`src/rtl/fetch_types_pkg.sv`:
```
package fetch_types_pkg;

    localparam int addr_width      = 32;
    localparam int btb_offset_bits = 2;
    localparam int btb_index_bits  = 4;
    localparam int btb_tag_bits    = addr_width - btb_index_bits - btb_offset_bits;

    // one fetch address word, read whole or split for the target buffer
    typedef union packed {
        logic [addr_width-1:0] raw;
        struct packed {
            logic [btb_tag_bits-1:0]    tag;
            logic [btb_index_bits-1:0]  index;
            logic [btb_offset_bits-1:0] offset;
        } btb;
    } fetch_addr_u;

    // target buffer line
    typedef struct packed {
        logic                    valid;
        logic [btb_tag_bits-1:0] tag;
        logic [addr_width-1:0]   target;
    } btb_entry_t;

endpackage

```
`src/rtl/predictor_state_pkg.sv`:
```
package predictor_state_pkg;

    // single-bit pattern entry
    typedef enum logic {
        not_taken = 1'b0,
        taken     = 1'b1
    } pht_state_e;

    localparam int bias_width = 2;

    // saturation limits of the chooser counter
    localparam logic [bias_width-1:0] bias_min = 2'b00;
    localparam logic [bias_width-1:0] bias_max = 2'b11;

    // fully biased toward the local predictor
    localparam logic [bias_width-1:0] bias_reset_value = 2'b11;

endpackage

```
`src/rtl/branch_target_buffer.sv`:
```
`timescale 1ns/1ns

module branch_target_buffer #(
    parameter int fetch_width = 2
) (
    input  logic                                                    clock,
    input  logic                                                    reset,
    input  fetch_types_pkg::fetch_addr_u [fetch_width-1:0]          lookup_pc,
    output logic [fetch_width-1:0]                                  hit,
    output logic [fetch_width-1:0][fetch_types_pkg::addr_width-1:0] target,
    input  logic [fetch_width-1:0]                                  resolve_valid,
    input  logic [fetch_width-1:0]                                  resolve_taken,
    input  fetch_types_pkg::fetch_addr_u [fetch_width-1:0]          resolve_pc,
    input  logic [fetch_width-1:0][fetch_types_pkg::addr_width-1:0] resolve_target
);

    import fetch_types_pkg::*;

    localparam int depth = 1 << btb_index_bits;

    btb_entry_t entries      [depth];
    btb_entry_t entries_next [depth];

    // lookup, one read port per slot
    always_comb begin
        for (int i = 0; i < fetch_width; i++) begin
            hit[i]    = entries[lookup_pc[i].btb.index].valid &&
                        (entries[lookup_pc[i].btb.index].tag == lookup_pc[i].btb.tag);
            target[i] = entries[lookup_pc[i].btb.index].target;
        end
    end

    // slot order, so a later slot overwrites an earlier one on the same line
    always_comb begin
        entries_next = entries;
        for (int i = 0; i < fetch_width; i++) begin
            if (resolve_valid[i] && resolve_taken[i]) begin
                entries_next[resolve_pc[i].btb.index].valid  = 1'b1;
                entries_next[resolve_pc[i].btb.index].tag    = resolve_pc[i].btb.tag;
                entries_next[resolve_pc[i].btb.index].target = resolve_target[i];
            end
        end
    end

    always_ff @(posedge clock) begin
        if (reset) begin
            for (int i = 0; i < depth; i++) begin
                entries[i] <= '0;
            end
        end else begin
            entries <= entries_next;
        end
    end

    // commit must never hand over a floating strobe
    assert property (@(posedge clock) disable iff (reset) !$isunknown(resolve_valid))
        else $error("resolve_valid carries unknown bits after reset");

endmodule

```
`src/rtl/local_predictor.sv`:
```
`timescale 1ns/1ns

module local_predictor #(
    parameter int fetch_width        = 2,
    parameter int local_history_bits = 4,
    parameter int local_table_bits   = 5
) (
    input  logic                                                    clock,
    input  logic                                                    reset,
    input  fetch_types_pkg::fetch_addr_u                            pc_start,
    input  logic [fetch_width-1:0]                                  resolve_valid,
    input  logic [fetch_width-1:0]                                  resolve_taken,
    input  fetch_types_pkg::fetch_addr_u [fetch_width-1:0]          resolve_pc,
    input  logic [fetch_width-1:0][fetch_types_pkg::addr_width-1:0] resolve_target,
    output logic [fetch_width-1:0]                                  pred_taken,
    output logic [fetch_width-1:0][fetch_types_pkg::addr_width-1:0] pred_next_pc,
    output logic [fetch_width-1:0]                                  correct
);

    import fetch_types_pkg::*;
    import predictor_state_pkg::*;

    localparam int history_depth = 1 << local_table_bits;
    localparam int pattern_depth = 1 << local_history_bits;

    logic [local_history_bits-1:0] history      [history_depth];
    logic [local_history_bits-1:0] history_next [history_depth];
    pht_state_e                    pattern      [pattern_depth];
    pht_state_e                    pattern_next [pattern_depth];

    fetch_addr_u [fetch_width-1:0]                       slot_pc;
    logic        [fetch_width-1:0][local_table_bits-1:0] lookup_index;
    logic        [fetch_width-1:0][local_table_bits-1:0] resolve_index;
    logic        [fetch_width-1:0]                       pattern_taken;
    logic        [fetch_width-1:0]                       btb_hit;
    logic        [fetch_width-1:0][addr_width-1:0]       btb_target;

    branch_target_buffer #(
        .fetch_width(fetch_width)
    ) btb (
        .clock         (clock),
        .reset         (reset),
        .lookup_pc     (slot_pc),
        .hit           (btb_hit),
        .target        (btb_target),
        .resolve_valid (resolve_valid),
        .resolve_taken (resolve_taken),
        .resolve_pc    (resolve_pc),
        .resolve_target(resolve_target)
    );

    for (genvar i = 0; i < fetch_width; i++) begin : g_slot
        // word index, byte offset dropped
        assign lookup_index[i]  = slot_pc[i].raw[local_table_bits+1:2];
        assign resolve_index[i] = resolve_pc[i].raw[local_table_bits+1:2];

        assign pattern_taken[i] = pattern[history[lookup_index[i]]] == taken;
        assign pred_taken[i]    = pattern_taken[i] && btb_hit[i];
        assign pred_next_pc[i]  = pred_taken[i] ? btb_target[i] : slot_pc[i].raw + addr_width'(4);

        assign correct[i] = (pattern[history[resolve_index[i]]] == taken) == resolve_taken[i];

        if (i == 0) begin : g_head
            assign slot_pc[i] = pc_start;
        end else begin : g_chain
            assign slot_pc[i].raw = pred_next_pc[i-1];
        end
    end

    // history shifts accumulate, pattern index uses the old history
    always_comb begin
        history_next = history;
        pattern_next = pattern;
        for (int i = 0; i < fetch_width; i++) begin
            if (resolve_valid[i]) begin
                history_next[resolve_index[i]] =
                    {history_next[resolve_index[i]][local_history_bits-2:0], resolve_taken[i]};
                pattern_next[history[resolve_index[i]]] = resolve_taken[i] ? taken : not_taken;
            end
        end
    end

    always_ff @(posedge clock) begin
        if (reset) begin
            for (int i = 0; i < history_depth; i++) begin
                history[i] <= '0;
            end
            // odd entries start taken
            for (int i = 0; i < pattern_depth; i++) begin
                pattern[i] <= i[0] ? taken : not_taken;
            end
        end else begin
            history <= history_next;
            pattern <= pattern_next;
        end
    end

endmodule

```
`config.mk`:
```
export PLATFORM = sky130hd
export DESIGN_NAME = local_predictor
export DESIGN_NICKNAME = d
export VERILOG_FILES = /design/src/rtl/fetch_types_pkg.sv /design/src/rtl/predictor_state_pkg.sv /design/src/rtl/branch_target_buffer.sv /design/src/rtl/local_predictor.sv
export SDC_FILE = /design/constraint.sdc
export NUM_CORES = 2
export LEC_CHECK = 0
export BUFFER_PORTS_ARGS = -buffer_cell sky130_fd_sc_hd__buf_2
export CAP_MARGIN = 40
export CORE_ASPECT_RATIO = 1.1
export CORE_UTILIZATION = 30
export CTS_BUF_LIST = sky130_fd_sc_hd__clkbuf_4 sky130_fd_sc_hd__clkbuf_8 sky130_fd_sc_hd__clkbuf_16
export DETAILED_ROUTE_END_ITERATION = 7
export PLACE_DENSITY = 0.44
export REMOVE_ABC_BUFFERS = 1
export SETUP_SLACK_MARGIN = 0.05
export SYNTH_ARGS = -nofsm -noshare
export SYNTH_HDL_FRONTEND = slang
export SYNTH_SLANG_ARGS = --single-unit
```
`constraint.sdc`:
```
create_clock -name clock -period 6.6 [get_ports clock]
set_clock_uncertainty 0.15 [all_clocks]
set_input_delay 0 -clock clock [delete_from_list [all_inputs] [get_ports clock]]
set_output_delay 0 -clock clock [all_outputs]
set_load 0.01 [all_outputs]
```
-- Word-level counts from Yosys, hierarchy flattened
Index checks and enable logic that the tools add are counted.
- eq/ne operators: 4
- $lt $le $gt $ge: 18
- bitwise operators: 12
- reductions and logical operators: 12
- add/subtract/negate cells: 2
- muxes and demuxes: 73
- operator list (operator ; number):
    944-bit bitwise mux ; 6
    944-bit 2-to-1 mux ; 2
    59-bit demux with 4-bit select ; 6
    59-bit binary-select mux with 4-bit select ; 2
    59-bit 2-to-1 mux ; 6
    128-bit bitwise mux ; 2
    128-bit 2-to-1 mux ; 2
    32-bit 2-to-1 mux ; 4
    58-bit 2-to-1 mux ; 2
    4-bit binary-select mux with 5-bit select ; 5
    32-bit by 3-bit adder with 32-bit output (second input constant) ; 2
    26-bit equality test ; 2
    4-bit demux with 5-bit select ; 2
    5-bit greater-or-equal comparator (second input constant) ; 8
    4-bit 2-to-1 mux ; 10
    4-bit NOT with 5-bit output ; 8
    16-bit bitwise mux ; 2
    16-bit 2-to-1 mux ; 2
    6-bit greater-or-equal comparator (second input constant) ; 4
    5-bit NOT with 6-bit output ; 4
    5-bit by 1-bit less-than comparator with 1-bit output (second input constant) ; 4
    1-bit binary-select mux with 4-bit select ; 4
    1-bit logical AND ; 12
    6-bit by 1-bit less-than comparator with 1-bit output (second input constant) ; 2
    4 further kinds ; 18
- output and inout bits: 68
- input port bits: 166
- bits in registers: 1088
- logic and storage cells: 217

-- Depth between registers and ports, before layout
- word-level depth: 20
- gate-level depth with buffers: 31
- mapped depth without buffers: 20

-- Cells and area by module
Synthesis repeated with hierarchy kept, for this count alone.
- cell total of the unflattened synthesis: 7586
- area total of the unflattened synthesis: 72504.5 um^2
- by module, submodules not included (module ; area each (um^2) ; times used ; seq. area each (um^2) ; cells an instance):
    branch_target_buffer ; 57106.0 ; 1 ; 18898.1 ; 5484
    local_predictor ; 15398.5 ; 1 ; 2882.8 ; 2102

-- Least setup slack after synthesis
Ideal clock, no wire load.
- kind: in2out
- from: in pc_start[3] in the netlist's numbering
- to: out pred_next_pc[33] in the netlist's numbering
- stages on the path: 22
- path slack: 1.073 ns
- path buffers: 12
- arrival time: 5.377 ns
- path through: buf_2 > buf_2 > buf_4 > buf_4 > buf_2 > buf_2 > buf_2 > buf_4 > clkbuf_1 > clkbuf_1 > mux4_2 > mux4_2 > o21ai_0 > inv_1 > a211o_1 > a2111oi_2 > o2111ai_1 > nor4b_2 > o2111a_1 > buf_6 > buf_12 > mux2i_1
- RTL lines (item ; line ; RTL):
    start, declared ; local_predictor.sv:10 ; input fetch_types_pkg::fetch_addr_u pc_start,
    end, declared ; local_predictor.sv:16 ; output logic [fetch_width-1:0][fetch_types_pkg::addr_width-1:0] pred_next_pc,

==> flow_metrics.py <==
metrics = {
    "synthesis": {
        "ys_seq_area_share_pct": 29.6,
        "synth-main-ff-cell": "dfxtp_1",
        "synth-xor-area-share_pct": 1.09,
        "synthAdderAreaFrac_pct": 0.0170,
        "yosysMostFrequentCell": "nor2_1",
        "synthesis.area_um2": 73700,
        "syn_inst": 9035,
        "yosysWarningCount": 0,
        "synth_top_cell_area_share_pct": 29.6,
        "synth_compound_area_share_pct": 18.2,
        "synth-edff-count": 0,
        "synthArstFlopShare_pct": 0,
        "avgSynthCellArea_um2": 8.15,
        "yosys-top-cells-area": "dfxtp_1 30%, mux2i_1 14%, mux4_2 11%",
        "yosysTopAreaCell": "dfxtp_1",
        "synth.area.mux_share_pct": 25.5,
        "synthSimpleGateAreaFrac_pct": 19.3,
        "synth_top_family_by_area": "multiplexers",
        "ys_ff_latch": 1088,
        "yosysUniqueCellTypes": 109,
        "synth_commonest_cells": "1434 x nor2_1, 1254 x nand2_1, 1088 x dfxtp_1",
    },
    "placement": {
        "hpwl_um": 267000,
        "port_buffers": 229,
        "dp.cells": 12100,
        "gp_congestion": 0.990,
        "post-place-ws_ns": -0.532,
    },
    "clocking": {
        "cts.reportedPaths.clkPinSlew_ns": 0.06,
        "clock_latency_ns": 0.84,
        "cts_made_buffers": 141,
        "cts_max_path_buffers": 3,
        "htree_levels": 4,
        "cts_tree": "done",
        "cts_sinks": 1088,
        "cts-root-buf": "clkbuf_16",
    },
    "power": {
        "leakagePower_nw": 32.2,
        "p_per_area_nw_per_um2": 206,
        "finalPower_mw": 18.6,
        "vdd_drop_max_v": 0.000232,
    },
    "job": {
        "maxCapViolCount": 0,
    },
    "critical_path": {
        "critPathKind": "register to output pin",
        "max_stage_delay_ns": 0.59,
        "crit_top_cell": "buf_4",
        "worstSetupEndpointType": "output pin",
        "cp_max_fo": 10,
        "cp.required_ns": 6.45,
        "worstSetupStartpointType": "register",
        "crit_slowest_cell": "mux4_4",
        "worst_ep_arrival_time_ns": 7.27,
    },
    "cells_and_area": {
        "multi_input_area_um2": 48200,
        "final_util_pct": 37.1,
        "fin_cells": 12700,
        "nFillCells": 24900,
        "seq_area_um2": 21800,
        "area_growth_pct": 22.7,
        "layout-drive-gt1-share_pct": 18.3,
        "nNetsFinal": 9521,
    },
    "global_routing": {
        "globalRoute.totalOverflow": 0,
        "antenna_found_initial": 34,
        "grt_pass1_wl_um": 579000,
        "grt_max_degree": 177,
        "grt_pass1_vias": 73300,
        "grt_usage_pct": 32.4,
    },
    "route": {
        "drt_wl_total_um": 413000,
        "postRouteAntennaNets": 0,
        "drc": 0,
        "via_count": 77200,
        "drt_iter0_drc": 8697,
        "vias_per_cell": 6.06,
        "wl_per_cell_um": 32.4,
        "drt_first_pass_iters": 6,
    },
    "floorplanning": {
        "die_area_um2": 248000,
        "core_um2": 244000,
        "rows": 190,
        "io-pin-count": 234,
        "start_util_pct": 30.2,
        "die_x_um": 474,
        "die_h_um": 522,
    },
    "timing": {
        "worstMarginPinSlew_ns": 1.27,
        "fmax_mhz": 135,
        "rsz0062_at_grt": "true",
        "hold_viol": 0,
        "timing.final.ws_setup_ns": -0.817,
        "finalCritPeriodShare_pct": 112,
        "relSlewSlack_pct": 15.5,
        "maxSlewViolCount": 0,
        "finalCriticalPeriod_ns": 7.42,
        "setup_violations": 33,
    },
    "status": {
        "violations": "negative setup slack",
        "status": "finished, violations left",
    },
    "worst_hold_path": {
        "hold_path.class": "input port to register",
    },
}
-- flip-flops by register name (all words and copies together), names as in the netlist --
| signal | flops |
|---|---|
| btb.entries | 944 |
| history | 128 |
| pattern | 16 |
-- kinds of logic after synthesis --
group | after synthesis
buffers and inverters | 1078
adders and majority gates | 1
AOI/OAI and AO/OA | 1932
xor gates and xnor gates | 92
DFF | 1088
muxes | 1423
and+or+nand+nor | 3421
-- through the flow --
step / TNS (ns) / cell area [um^2] / hold slack (ns)
5_1_grt: -29.79 / 90400 / 0.0559
6_report: -24.91 / 90400 / 0.0501
3_3_place_gp: -19.83 / 80700 / 0.160
3_5_place_dp: -15.41 / 81400 / 0.158
4_1_cts: -19.67 / 90100 / 0.000147
2_1_floorplan: -180.62 / 69200 / -0.0809
-- placed cells by master, fill, tap and decap left out, drive strengths merged, types with 13 or more instances in the layout --
master,Yosys,routed
dlygate4sd3,0,273
dfxtp,1088,1088
nor2,1440,1440
a311oi,185,185
a21o,19,19
and3,41,41
or3,14,14
o21ai,410,410
a211oi,809,809
nand2b,28,28
inv,52,59
xor2,26,26
a32oi,21,21
xnor2,66,66
nor3,61,61
a22o,13,13
o22ai,35,35
nand4,63,63
nand2,1256,1256
clkinv,1,26
nor4,17,17
a22oi,31,31
clkbuf,732,197
nor2b,29,29
diode,0,21
nand3,425,425
a21oi,200,200
buf,292,921
o221ai,13,13
mux4,357,357
mux2,32,32
o211ai,44,44
and2,15,15
mux2i,1034,1034
a2111oi,14,14
a31oi,37,37
-- power by group --
part           leakage, nW  internal [mW]  switching, mW
Sequential            8.79           6.69          0.116
Combinational         21.0           1.21           2.20
Clock                 2.41           4.85           3.51
-- layer usage --
layer | vias to the layer above | share of wire [%] | track usage, %
met2 | 4182 | 45 | 50.4
li1 | 33500 | - | -
met5 | - | 0.022 | 0
met3 | 1032 | 8.2 | 5.93
met1 | 38500 | 40 | 41.6
met4 | 14 | 6.6 | 19.1
-- worst max-delay path, delay by kind of cell (launching register included) --
family	cells	cell delay, ns
xor gates and xnor gates	1	0.15
DFF	1	0.32
muxes	4	1.94
buffers and inverters	10	1.57
AOI/OAI and AO/OA	3	0.71
and+or+nand+nor	10	1.70
-- worst paths after layout --
check                          start               end  slack (ns)  depth (start not counted)
setup reg to reg        history[108]       history[90]        1.15                         17
setup / recovery    btb.entries[809]  pred_next_pc[47]       -0.82                         28
hold / removal    resolve_target[20]  btb.entries[197]        0.05                          4
hold reg to reg     btb.entries[471]  btb.entries[471]        0.34                          2
-- cell type report --
class | count | area share, %
antenna | 21 | 0.0581
inverter | 53 | 0.266
clock inverter | 43 | 0.811
timing repair buffer | 1198 | 12.3
tap | 3264 | 4.52
sequential | 1088 | 24.1
timing repair inverter | 3 | 0.0540
multi-input combinational | 6869 | 53.3
clock buffer | 197 | 4.55
-- what timing repair did --
item | 4_1_cts | 5_1_grt
setup endpoints to repair | 33 | 33
cloned | 9 | 0
buffers inserted | 43 | 4
hold buffers | 273 | 0
hold endpoints to repair | 1012 | 0
pin swaps | 48 | 17
resized for setup | 106 | 38
Note: power is estimated with default switching activity, not from simulation.
