$ cat src/rtl/fetch_types_pkg.sv
package fetch_types_pkg;

    localparam int addr_width      = 32;
    localparam int btb_offset_bits = 2;
    localparam int btb_index_bits  = 4;
    localparam int btb_tag_bits    = addr_width - btb_index_bits - btb_offset_bits;

    // one fetch address word, read whole or split for the target buffer
    typedef union packed {
        logic [addr_width-1:0] raw;
        struct packed {
            logic [btb_tag_bits-1:0]    tag;
            logic [btb_index_bits-1:0]  index;
            logic [btb_offset_bits-1:0] offset;
        } btb;
    } fetch_addr_u;

    // target buffer line
    typedef struct packed {
        logic                    valid;
        logic [btb_tag_bits-1:0] tag;
        logic [addr_width-1:0]   target;
    } btb_entry_t;

endpackage

$ cat src/rtl/predictor_state_pkg.sv
package predictor_state_pkg;

    // single-bit pattern entry
    typedef enum logic {
        not_taken = 1'b0,
        taken     = 1'b1
    } pht_state_e;

    localparam int bias_width = 2;

    // saturation limits of the chooser counter
    localparam logic [bias_width-1:0] bias_min = 2'b00;
    localparam logic [bias_width-1:0] bias_max = 2'b11;

    // fully biased toward the local predictor
    localparam logic [bias_width-1:0] bias_reset_value = 2'b11;

endpackage

$ cat src/rtl/predictor_chooser.sv
`timescale 1ns/1ns

module predictor_chooser #(
    parameter int fetch_width = 2
) (
    input  logic                                                    clock,
    input  logic                                                    reset,
    input  logic [fetch_width-1:0]                                  local_taken,
    input  logic [fetch_width-1:0][fetch_types_pkg::addr_width-1:0] local_next_pc,
    input  logic [fetch_width-1:0]                                  global_taken,
    input  logic [fetch_width-1:0][fetch_types_pkg::addr_width-1:0] global_next_pc,
    input  logic [fetch_width-1:0]                                  local_correct,
    input  logic [fetch_width-1:0]                                  global_correct,
    input  logic [fetch_width-1:0]                                  resolve_valid,
    output logic [fetch_width-1:0]                                  pred_taken,
    output logic [fetch_width-1:0][fetch_types_pkg::addr_width-1:0] pred_next_pc
);

    import predictor_state_pkg::*;

    logic [bias_width-1:0] bias;
    logic [bias_width-1:0] bias_next;

    // only disagreements move the counter
    always_comb begin
        bias_next = bias;
        for (int i = 0; i < fetch_width; i++) begin
            if (resolve_valid[i]) begin
                if (local_correct[i] && !global_correct[i] && bias_next != bias_max) begin
                    bias_next = bias_next + 1'b1;
                end else if (global_correct[i] && !local_correct[i] &&
                             bias_next != bias_min) begin
                    bias_next = bias_next - 1'b1;
                end
            end
        end
    end

    always_ff @(posedge clock) begin
        if (reset) begin
            bias <= bias_reset_value;
        end else begin
            bias <= bias_next;
        end
    end

    // upper half of the counter means local
    assign pred_taken   = bias[bias_width-1] ? local_taken : global_taken;
    assign pred_next_pc = bias[bias_width-1] ? local_next_pc : global_next_pc;

    // at most one step per resolved slot
    assert property (@(posedge clock) disable iff (reset)
        !$past(reset) |->
            ((bias >= $past(bias)) ? (bias - $past(bias)) : ($past(bias) - bias))
                <= fetch_width)
        else $error("bias moved more than %0d steps in one cycle", fetch_width);

endmodule

$ cat config.mk
export PLATFORM = sky130hd
export DESIGN_NAME = predictor_chooser
export DESIGN_NICKNAME = d
export VERILOG_FILES = /design/src/rtl/fetch_types_pkg.sv /design/src/rtl/predictor_state_pkg.sv /design/src/rtl/predictor_chooser.sv
export SDC_FILE = /design/constraint.sdc
export NUM_CORES = 1
export LEC_CHECK = 0
export BUFFER_PORTS_ARGS = -buffer_cell sky130_fd_sc_hd__buf_2
export CAP_MARGIN = 20
export CORE_AREA = 2 2 79 81
export CTS_CLUSTER_DIAMETER = 60
export DETAILED_ROUTE_END_ITERATION = 10
export DIE_AREA = 0 0 81 83
export SYNTH_ARGS = -nofsm -noshare
export SYNTH_HDL_FRONTEND = slang
export SYNTH_SLANG_ARGS = --single-unit
export TNS_END_PERCENT = 20
$ cat constraint.sdc
create_clock -name clock -period 7.7 [get_ports clock]
set_clock_uncertainty 0.15 [all_clocks]
set_input_delay 0.385 -clock clock [delete_from_list [all_inputs] [get_ports clock]]
set_output_delay 0.385 -clock clock [all_outputs]
set_load 0.005 [all_outputs]
# Word-level counts from Yosys, hierarchy flattened
# Cells that the tools add are included.
[totals] wordCells=29 in_bits=140 out_inout_bits=66 register_bits=2
[op_classes] muxes=8 addsub=4 n_reduce_logical=14 n_eq_ne=2
[ops] operator="2-to-1 mux 64 bit" n=1
[ops] operator="2-to-1 mux 2 bit" n=7
[ops] operator="logical AND 1 bit" n=8
[ops] operator="adder 2 x 1 -> 2 bit, second input constant" n=2
[ops] operator="zero test 1 bit" n=4
[ops] operator="inequality test 2 bit, second input constant" n=2
[ops] operator="nonzero test 2 bit" n=2
[ops] operator="subtractor 2 x 1 -> 2 bit, second input constant" n=2

# Logic depth before layout (Yosys ltp)
# Gate-level depths: netlist of run 1.
[depth] word_depth=11 mapped_depth=14 depth_no_buf=11

# Worst setup path after synthesis of run 1
# Ideal clock, no wire load.
[synth_timing] path_type="reg2reg" startpoint="register bias[1]" endpoint="register bias[1]" required_ns=7.428 path_buffers=3 period_less_slack_ns=2.881 slack_ns=4.819 setup_time_ns=0.122 arrival_time_ns=2.610 stages_incl_launch_ff=13 path_cell_list="dfxtp_1 > clkbuf_1 > buf_2 > buf_2 > inv_1 > ha_1 > nor3b_2 > o21ai_2 > a221o_2 > ha_1 > nor3b_1 > o21ai_0 > a221o_1"
[synth_via] elab_chain_cells=10 elab_cells_between_ends=18 cone_classes="add/sub (4); eq/ne (2); mux (6); reduce/logical (6)"
[synth_lines] element="from (decl)" line="predictor_chooser.sv:21" rtl="logic [bias_width-1:0] bias;"
[synth_lines] element="from (signal assigned)" line="predictor_chooser.sv:41" rtl="bias <= bias_reset_value;"
[synth_lines] element="from (signal assigned)" line="predictor_chooser.sv:43" rtl="bias <= bias_next;"
[synth_lines] element="parallel branches: the longest is 4 deep, another holds subtractor 2 x 1 -> 2 bit"
[synth_lines] element="2-to-1 mux 2 bit *" line="predictor_chooser.sv:28" rtl="if (resolve_valid[i]) begin"
[synth_lines] element="parallel branches: the longest is 4 deep, another holds subtractor 2 x 1 -> 2 bit"
[synth_lines] element="2-to-1 mux 2 bit *" line="predictor_chooser.sv:28"
# Mark *: on every way between the ends.
# A chain may end at the register's enable or synchronous reset.

# Final worst setup path of run 1
[layout_timing] startpoint="register bias[0]" endpoint="register bias[1]"
# Same word-level chain as after synthesis.

==> run metrics, run 1 <==
Post-Syn Instances=102; core area=5820 um^2; clk slew on worst S/H paths=0.03 ns; initial core utilization=0.176; DIE HEIGHT=83 um; # port buffers=205; Mean Syn Cell Area=10.1 um^2; first-pass GRT wire length=7400 um; number of cells on the critical path=9; worst path bufs/invs=1; most frequent cells in the layout=buf_2 (205), mux2_2 (66), inv_1 (6); die width=81 um; MaxCap Viol Count=0; CP max-delay cell=a221o_2; DRT antenna net count=0; Critical Path Start Type=flip-flop; Die ar.=6720 um^2; drt first-iter violations=38; via count=1561; Worst Hold Class=primary input to flip-flop; Top Registers=bias: 2 flops; Final Util=0.372; Routed WL per cell=13.2 um; Final #Nets=449; r2r setup slk=5.23 ns; FF-to-FF path depth=9; max frequency=404 MHz; Num CTS Buffers=3; worst skew pair latency=0.21 ns; Worst Path Arrival=2.42 ns; critical path's top delay family=compound AO/OA/AOI/OAI gates; Biggest register=bias; Placed Cells=375; area of the multi-input gates=928 um^2; Setup Buffers After CTS=0; non-filler cells, final=379; critical setup path kind=flip-flop to flip-flop; Detail Placement HPWL=4390 um; maximum VDD drop=129 uV; largest net degree at the start of global routing=68; share of power burned in the clock network=0.177; register area share after synthesis=0.0390; post-synth net total=246; hold_buf cts=0; Hold Crit Start=reset; FF+latch count, synth=2; P_leak=0.00124 uW; Sw Share=0.343; post-synth cell types=21; mapped cell area=1030 um^2; worst r2r src=bias[0]; FF-to-FF End=bias[1]; Most common cell on crit path=ha_1; Slew Limit Headroom=0.455; register area=41.3 um^2; drc violations=0; P_sw=79.5 uW; final setup TNS=0 ns; P per Cell Area=107 nW/um^2; grt ovf=0; I/O pin cnt=206; Area growth syn-to-layout=111%; Fin. Hold Viols=0; Critical Path End=bias[1]; CP endpoint kind=flip-flop; First-pass DRT Iterations=4; Routed WL=5000 um; number of global-route vias before repair=1578; most common cell after layout, fill and taps aside=buf_2; setup violators final=0; Final Max Slew Viols=0; Comb power frac=0.764; largest fanout on the critical path=3; vias per cell=4.12; Resized Gates After CTS=0; CP max stage delay=0.41 ns; CP cell instances=inv_1 -> ha_1 -> nor3b_2 -> o21ai_2 -> a221o_2 -> ha_1 -> nor3b_1 -> o21ai_0 -> a221o_1; H-tree levels=1; Bufs on Longest Clock Path=2; max reg flops=2; Cell Int Power=153 uW; CTS tree=done; RSZ-0062 raised after global routing=false; CP Launch Point=bias[0]; Total GRT Usage=0.137; status=complete, no violations; clock root buffer=clkbuf_8; placer congestion estimate=0.734; initial antenna violation count=1; sequential power share=0.059; Rows=28; CTS Sinks=2; Filler Cells Inserted=615; min cycle time layout=2.47 ns; actual slew at the worst max-slew pin=0.818 ns; synth warn=0; part of the cycle the worst path needs=0.321; worst path required time=7.64 ns; share of cells above drive strength 1=0.927
logic make-up after synthesis:
family                     after synthesis  synth area share
xor gates and xnor gates                 1           0.00854
buffers and inverters                   14            0.0561
AOI/OAI and AO/OA                        5            0.0427
and+or+nand+nor                          9            0.0707
adders and majority gates                4            0.0488
muxes                                   67             0.734
DFF                                      2            0.0390
metal layers:
| layer | track usage | part of all wire |
|---|---|---|
| met3 | 0.0348 | 0.10 |
| met2 | 0.265 | 0.53 |
| met5 | 0 | 0 |
| met4 | 0.0431 | 0.012 |
| met1 | 0.137 | 0.36 |
layout make-up:
class / instances / area share
timing repair buffer: 206 / 0.478
inverter: 6 / 0.0104
clock buffer: 3 / 0.0191
antenna: 1 / 0.00116
tap: 75 / 0.0434
multi-input combinational: 86 / 0.429
sequential: 2 / 0.0191
Yosys cell counts:
cell | instances | area (um^2)
and3_2 | 1 | 7.51
a221o_2 | 1 | 11.3
buf_2 | 4 | 20.0
nor4b_1 | 1 | 8.76
o41ai_1 | 1 | 8.76
nor3b_2 | 2 | 25.0
mux2_2 | 66 | 743
dfxtp_1 | 2 | 40.0
nor2b_1 | 1 | 6.26
nor2_1 | 1 | 3.75
buf_1 | 3 | 11.3
xnor2_1 | 1 | 8.76
clkbuf_1 | 1 | 3.75
nand4_1 | 1 | 6.26
mux2i_1 | 1 | 10.0
o21ai_2 | 1 | 8.76
nor3b_1 | 2 | 15.0
inv_1 | 6 | 22.5
o21ai_0 | 1 | 5.00
a221o_1 | 1 | 10.0
ha_1 | 4 | 50.1
per-stage QoR:
stage	power, uW	hold WS [ns]	worst slack (ns)	instance area [um^2]
detailed placement	192	0.468	5.20	2120
floorplan	109	0.340	4.82	1030
finish	232	0.251	5.23	2160
global placement	190	0.462	5.23	2120
global route	254	0.272	5.05	2160
CTS	236	0.247	5.19	2160
worst min-delay path by stage:
stage	end	slack [ns]	depth (start not counted)
4_1_cts	bias[1]	0.25	2
3_5_place_dp	bias[1]	0.47	2
5_1_grt	bias[1]	0.27	2
2_1_floorplan	bias[1]	0.34	1
6_report	bias[1]	0.25	2
3_3_place_gp	bias[1]	0.46	2
power by group through the flow:
stage	combinational [uW]	sequential, uW	clock, uW
6_report	177	13.6	41.1
5_1_grt	195	14.0	44.3
3_3_place_gp	176	13.8	0
2_1_floorplan	96.0	13.3	0
3_5_place_dp	178	13.8	0
4_1_cts	180	13.7	42.6
(Power assumes the default switching activity.)
==> inputs of run 2 (changes only) <==
==> constraint.sdc (replaced) <==
create_clock -name clock -period 2 [get_ports clock]
set_clock_uncertainty 0.15 [all_clocks]
set_input_delay 0.1 -clock clock [delete_from_list [all_inputs] [get_ports clock]]
set_output_delay 0.1 -clock clock [all_outputs]
set_load 0.005 [all_outputs]
==> run 2 against run 1 <==
Net effect:
- the flow now finishes with violations (setup timing)
- largest power group unchanged
- core utilization increased by 2.2 points
- critical path type unchanged
- routed wire length rose by 5.8%
- combinational power increased to 4.3 times the previous value
- total power rose to 4.2 times the previous value
==> run metrics, run 2 (same netlist as run 1, synthesis figures left out) <==
status=finished, violations left; failing checks=setup timing; Rows=28 (unchanged); CTS Sinks=2 (unchanged); Top Registers=bias: 2 flops; min cycle time layout=2.25 ns (-0.220 ns); H-tree levels=1 (unchanged); Worst Path Arrival=2.19 ns (-0.23 ns); sequential power share=0.058 (about the same); Biggest register=bias; maximum VDD drop=559 uV (+330%); CP endpoint kind=flip-flop; actual slew at the worst max-slew pin=0.430 ns (-0.388 ns); r2r setup slk=-0.25 ns (-5.48 ns); # port buffers=205 (unchanged); largest fanout on the critical path=4 (+1); P_leak=0.00128 uW (+2.9%); CP max-delay cell=a221o_2; critical path's top delay family=compound AO/OA/AOI/OAI gates; final setup TNS=-0.411 ns (-0.411 ns); share of power burned in the clock network=0.158 (-0.019); CP max stage delay=0.40 ns (about the same); Worst Hold Class=primary input to flip-flop; drc violations=0 (unchanged); Final Max Slew Viols=0 (unchanged); P_sw=342 uW (+330%); die width=81 um (unchanged); DIE HEIGHT=83 um (unchanged); Area growth syn-to-layout=123%; clock root buffer=clkbuf_8; hold depth=2 (unchanged); Hold Path End=bias[1]; Critical Path Start Type=flip-flop; Routed WL=5290 um (+5.8%); Routed WL per cell=13.8 um (+4.4%); RSZ-0062 raised after global routing=true; Fin. Hold Viols=0 (unchanged); worst r2r src=bias[1]; placer congestion estimate=0.760 (+3.5%); worst path required time=1.94 ns (-5.70 ns); Detail Placement HPWL=4660 um (+6.3%); FF-to-FF path depth=9 (unchanged); Bufs on Longest Clock Path=2 (unchanged); Total GRT Usage=0.140 (+0.00342); setup violators final=2 (+2); Die ar.=6720 um^2 (unchanged); final setup margin=-0.253 ns (-5.48 ns); FF-to-FF End=bias[1]; Setup Buffers After CTS=0 (unchanged); Comb power frac=0.784 (+0.020); Slew Limit Headroom=0.714 (+0.259); MaxCap Viol Count=0 (unchanged); via count=1585 (+1.5%); Final #Nets=455 (+1.3%); first-pass GRT wire length=7470 um (+0.84%); max reg flops=2 (unchanged); worst path bufs/invs=1 (unchanged); Final Util=0.394 (+0.0219); non-filler cells, final=384 (+1.3%); Num CTS Buffers=3 (unchanged); ANT cells=0 (-1); drt first-iter violations=34 (-11%); clk slew on worst S/H paths=0.03 ns (about the same); critical setup path kind=flip-flop to flip-flop; worst skew pair latency=0.21 ns (about the same); share of cells above drive strength 1=0.968 (+0.0402); part of the cycle the worst path needs=1.13 (+0.805); I/O pin cnt=206 (unchanged); max frequency=444 MHz (+9.8%); First-pass DRT Iterations=4 (unchanged); number of global-route vias before repair=1553 (-1.6%); DRT antenna net count=0 (unchanged); Cell Int Power=636 uW (+320%); initial antenna violation count=0 (-1); core area=5820 um^2 (unchanged); vias per cell=4.13 (+0.22%); largest net degree at the start of global routing=36 (-47%); most frequent cells in the layout=buf_2 (205), mux2_2 (66), buf_4 (6); CTS tree=done; Placed Cells=380 (+1.3%); Hold Crit Start=resolve_valid[1]; hold slack=0.00851 ns (-0.242 ns); P per Cell Area=427 nW/um^2 (+300%); grt ovf=0 (unchanged); CP cell instances=inv_4 -> ha_4 -> nor3b_2 -> o21ai_2 -> a221o_2 -> ha_4 -> nor3b_2 -> o21ai_2 -> a221o_1; Sw Share=0.350 (+0.00703); most common cell after layout, fill and taps aside=buf_2; initial core utilization=0.176 (unchanged)
[run 2: cell count changes in the layout (fill, tap and decap cells not counted), sizes merged]
| cell | change |
|---|---|
| diode | -1 |
| buf | +5 |
| dlygate4sd3 | +1 |
[run 2: through the flow]
| stage | instance area, um^2 | total power, uW | worst slack (ns) |
|---|---|---|---|
| finish | 2290 | 978 | -0.253 |
| global route | 2290 | 1050 | -0.312 |
| CTS | 2270 | 975 | -0.267 |
| detailed placement | 2200 | 805 | -0.314 |
| global placement | 2200 | 796 | -0.251 |
| floorplan | 1080 | 459 | -0.546 |
[run 2: area by class of cell]
class,count,area [um^2]
Timing Repair Buffer,212,1080
Multi-Input combinational cell,86,1000
Inverter,6,25.0
Tap cell,75,93.8
Fill cell,601,3520
Sequential cell,2,45.0
Clock buffer,3,41.3
[run 2: power by group through the flow]
stage               registers, uW  logic [uW]  clock network, uW
finish                       57.0         767                154
global route                 58.4         836                160
CTS                          57.3         760                157
detailed placement           55.8         749                  0
global placement             55.2         741                  0
floorplan                    52.8         406                  0
[run 2: timing repair]
item                                    CTS  global route
pin swaps                                 7             3
endpoints found under the setup margin    2             2
resized for setup                         7             4
hold buffers                              1             0
endpoints found under the hold margin     1             0
[run 2: worst register-to-register path: stages (launching register included)]
cell     delay (ns)
dfxtp_4        0.36
inv_4          0.04
ha_4           0.15
nor3b_2        0.18
o21ai_2        0.09
a221o_2        0.40
ha_4           0.18
nor3b_2        0.18
o21ai_2        0.10
a221o_1        0.31
[run 2: how the worst max path moves through the flow]
stage | end | from | slack (ns) | cells after the start
CTS | bias[1] | bias[1] | -0.27 | 8
global placement | bias[1] | bias[0] | -0.25 | 9
global route | bias[1] | bias[1] | -0.31 | 9
floorplan | bias[1] | bias[1] | -0.55 | 12
detailed placement | bias[1] | bias[0] | -0.31 | 11
finish | bias[1] | bias[1] | -0.25 | 9
[run 2: metal layers]
| layer | vias to the layer above | track usage | wire (um) |
|---|---|---|---|
| li1 | 798 | - | - |
| met4 | 0 | 0.0231 | 22 |
| met2 | 88 | 0.267 | 2630 |
| met3 | 2 | 0.0435 | 674 |
| met1 | 697 | 0.149 | 1960 |
| met5 | - | 0 | 0 |
==> inputs of run 3 (changes only) <==
--- a/config.mk
+++ b/config.mk
@@ -11,6 +11,7 @@
 export CTS_CLUSTER_DIAMETER = 60
 export DETAILED_ROUTE_END_ITERATION = 10
 export DIE_AREA = 0 0 81 83
+export REMOVE_ABC_BUFFERS = 1
 export SYNTH_ARGS = -nofsm -noshare
 export SYNTH_HDL_FRONTEND = slang
 export SYNTH_SLANG_ARGS = --single-unit
==> run 3 against run 2 <==
Net effect:
- the run still ends with setup timing left
- combinational power increased by 0.5%
- worst hold slack got worse by 0.0072 ns
- routed wire length decreased by 9.8%
- final cell count increased by 0.52%
- sequential power decreased by 4.7%
- register-to-register slack about the same
- die area unchanged
- sequential share of layout area decreased by 0.12 points
- core utilization increased by 0.26 points
- clock power increased by 4%
- global-route usage decreased by 1.3 points
- largest cell class unchanged
==> run metrics, run 3 (same netlist as run 1, synthesis figures left out) <==
status=finished, violations left; failing checks=setup timing; initial core utilization=0.176 (unchanged); First-pass DRT Iterations=3 (-1); fin area=2310 um^2 (+0.66%); actual slew at the worst max-slew pin=0.419 ns (-0.0103 ns); Cell Int Power=645 uW (+1.4%); setup violators final=2 (unchanged); Worst Path Arrival=2.19 ns (about the same); CTS Sinks=2 (unchanged); clk slew on worst S/H paths=0.03 ns (about the same); most frequent cells in the layout=buf_2 (205), mux2_2 (66), buf_4 (8); FF-to-FF End=bias[1]; Area growth syn-to-layout=125%; grt ovf=0 (unchanged); max frequency=444 MHz (+0.14%); Final #Nets=457 (+0.44%); Hold Crit Start=resolve_valid[1]; share of power burned in the clock network=0.162 (+0.004); P_leak=0.00128 uW (+0.19%); worst r2r src=bias[0]; die width=81 um (unchanged); part of the cycle the worst path needs=1.13 (-0.00160); P per Cell Area=427 nW/um^2 (about the same); hold depth=2 (unchanged); most common cell after layout, fill and taps aside=buf_2; maximum VDD drop=197 uV (-65%); largest fanout on the critical path=3 (-1); max reg flops=2 (unchanged); Final Max Slew Viols=0 (unchanged); Hold Path End=bias[1]; Die ar.=6720 um^2 (unchanged); first-pass GRT wire length=7000 um (-6.2%); Detail Placement HPWL=4180 um (-10%); sequential power share=0.055 (-0.003); non-filler cells, final=386 (+0.52%); CTS tree=done; Rows=28 (unchanged); clock root buffer=clkbuf_8; Routed WL per cell=12.4 um (-10%); Num CTS Buffers=3 (unchanged); drt first-iter violations=21 (-38%); I/O pin cnt=206 (unchanged); Fin. Hold Viols=0 (unchanged); critical setup path kind=flip-flop to flip-flop; P_sw=340 uW (-0.58%); via count=1614 (+1.8%); H-tree levels=1 (unchanged); Biggest register=bias; share of cells above drive strength 1=0.971 (+0.00342); final setup margin=-0.250 ns (+0.00320 ns); placer congestion estimate=0.751 (-1.2%); Total GRT Usage=0.127 (-0.0135); RSZ-0062 raised after global routing=true; worst path required time=1.94 ns (about the same); initial antenna violation count=0 (unchanged); FF-to-FF path depth=9 (unchanged); CP endpoint kind=flip-flop; Routed WL=4780 um (-9.8%); worst skew pair latency=0.21 ns (about the same); Top Registers=bias: 2 flops; largest net degree at the start of global routing=36 (unchanged); drc violations=0 (unchanged); vias per cell=4.18 (+1.3%); Placed Cells=379 (-0.26%); Filler Cells Inserted=605 (+0.67%); Sw Share=0.345 (-0.00458); Critical Path Start Type=flip-flop; r2r setup slk=-0.25 ns (about the same); Slew Limit Headroom=0.720 (+0.00684); dpl cell area=2150 um^2 (-2.2%); number of global-route vias before repair=1598 (+2.9%); core area=5820 um^2 (unchanged); ANT cells=0 (unchanged); # port buffers=205 (unchanged); min cycle time layout=2.25 ns (-0.00320 ns); DRT antenna net count=0 (unchanged); Bufs on Longest Clock Path=2 (unchanged); Worst Hold Class=primary input to flip-flop; MaxCap Viol Count=0 (unchanged); DIE HEIGHT=83 um (unchanged); Comb power frac=0.782 (-0.002)
-- run 3: changes by cell type in the layout (fill, tap and decap cells not counted), sizes merged --
cell,delta
buf,+2
-- run 3: area by class of cell --
cell class	instances	area, um^2	area share
repair buffers	214	1100	0.475
multi-input cells	86	1010	0.438
well taps	75	93.8	0.0407
flip-flops and latches	2	42.5	0.0184
clock buffers	3	41.3	0.0179
inverters	6	22.5	0.00977
-- run 3: how the worst max path moves through the flow --
| stage | from | to | slack (ns) |
|---|---|---|---|
| finish | bias[0] | bias[1] | -0.25 |
| global route | bias[1] | bias[0] | -0.34 |
| CTS | bias[0] | bias[1] | -0.29 |
| detailed placement | bias[0] | bias[1] | -0.50 |
| global placement | bias[0] | bias[1] | -0.41 |
| floorplan | bias[1] | bias[1] | -1.87 |
-- run 3: critical path: stages, from the launching register on --
cell and delay (ns):
dfxtp_2 0.34, inv_2 0.05, ha_4 0.16, nor3b_4 0.17, o21ai_2 0.10, a221o_2 0.41
ha_4 0.18, nor3b_2 0.18, o21ai_2 0.09, a221o_1 0.32
-- run 3: routing by layer --
metal,share of wire,up-vias,routed length (um),global-route usage
met3,0.087,10,417,0.0174
met1,0.37,696,1770,0.139
met2,0.52,105,2490,0.238
met4,0.020,0,97,0.0493
met5,0,-,0,0
li1,-,803,-,-
-- run 3: power by group through the flow --
stage,registers [uW],logic [uW],clock network (uW)
after floorplan,101,317,0
after global placement,52.9,699,0
after detailed placement,53.8,710,0
after CTS,53.9,755,162
after global routing,55.4,837,163
final,54.3,771,160
-- run 3: per-stage QoR --
| stage | power, uW | setup TNS, ns | utilization | hold WS (ns) | setup slack (ns) |
|---|---|---|---|---|---|
| 4_1_cts | 971 | -0.567 | 0.390 | 0.00301 | -0.295 |
| 5_1_grt | 1050 | -0.678 | 0.397 | 0.0117 | -0.343 |
| 3_3_place_gp | 752 | -0.718 | 0.370 | 0.189 | -0.415 |
| 2_1_floorplan | 418 | -33.36 | - | 0.0548 | -1.87 |
| 6_report | 985 | -0.457 | 0.397 | 0.00135 | -0.250 |
| 3_5_place_dp | 763 | -0.892 | 0.370 | 0.199 | -0.503 |
-- run 3: timing repair --
item	CTS	global route
setup buffers	3	0
hold endpoints to repair	1	0
pin swaps	9	8
hold buffers	1	0
gates resized for setup	11	9
gates cloned	0	0
endpoints found under the setup margin	2	2
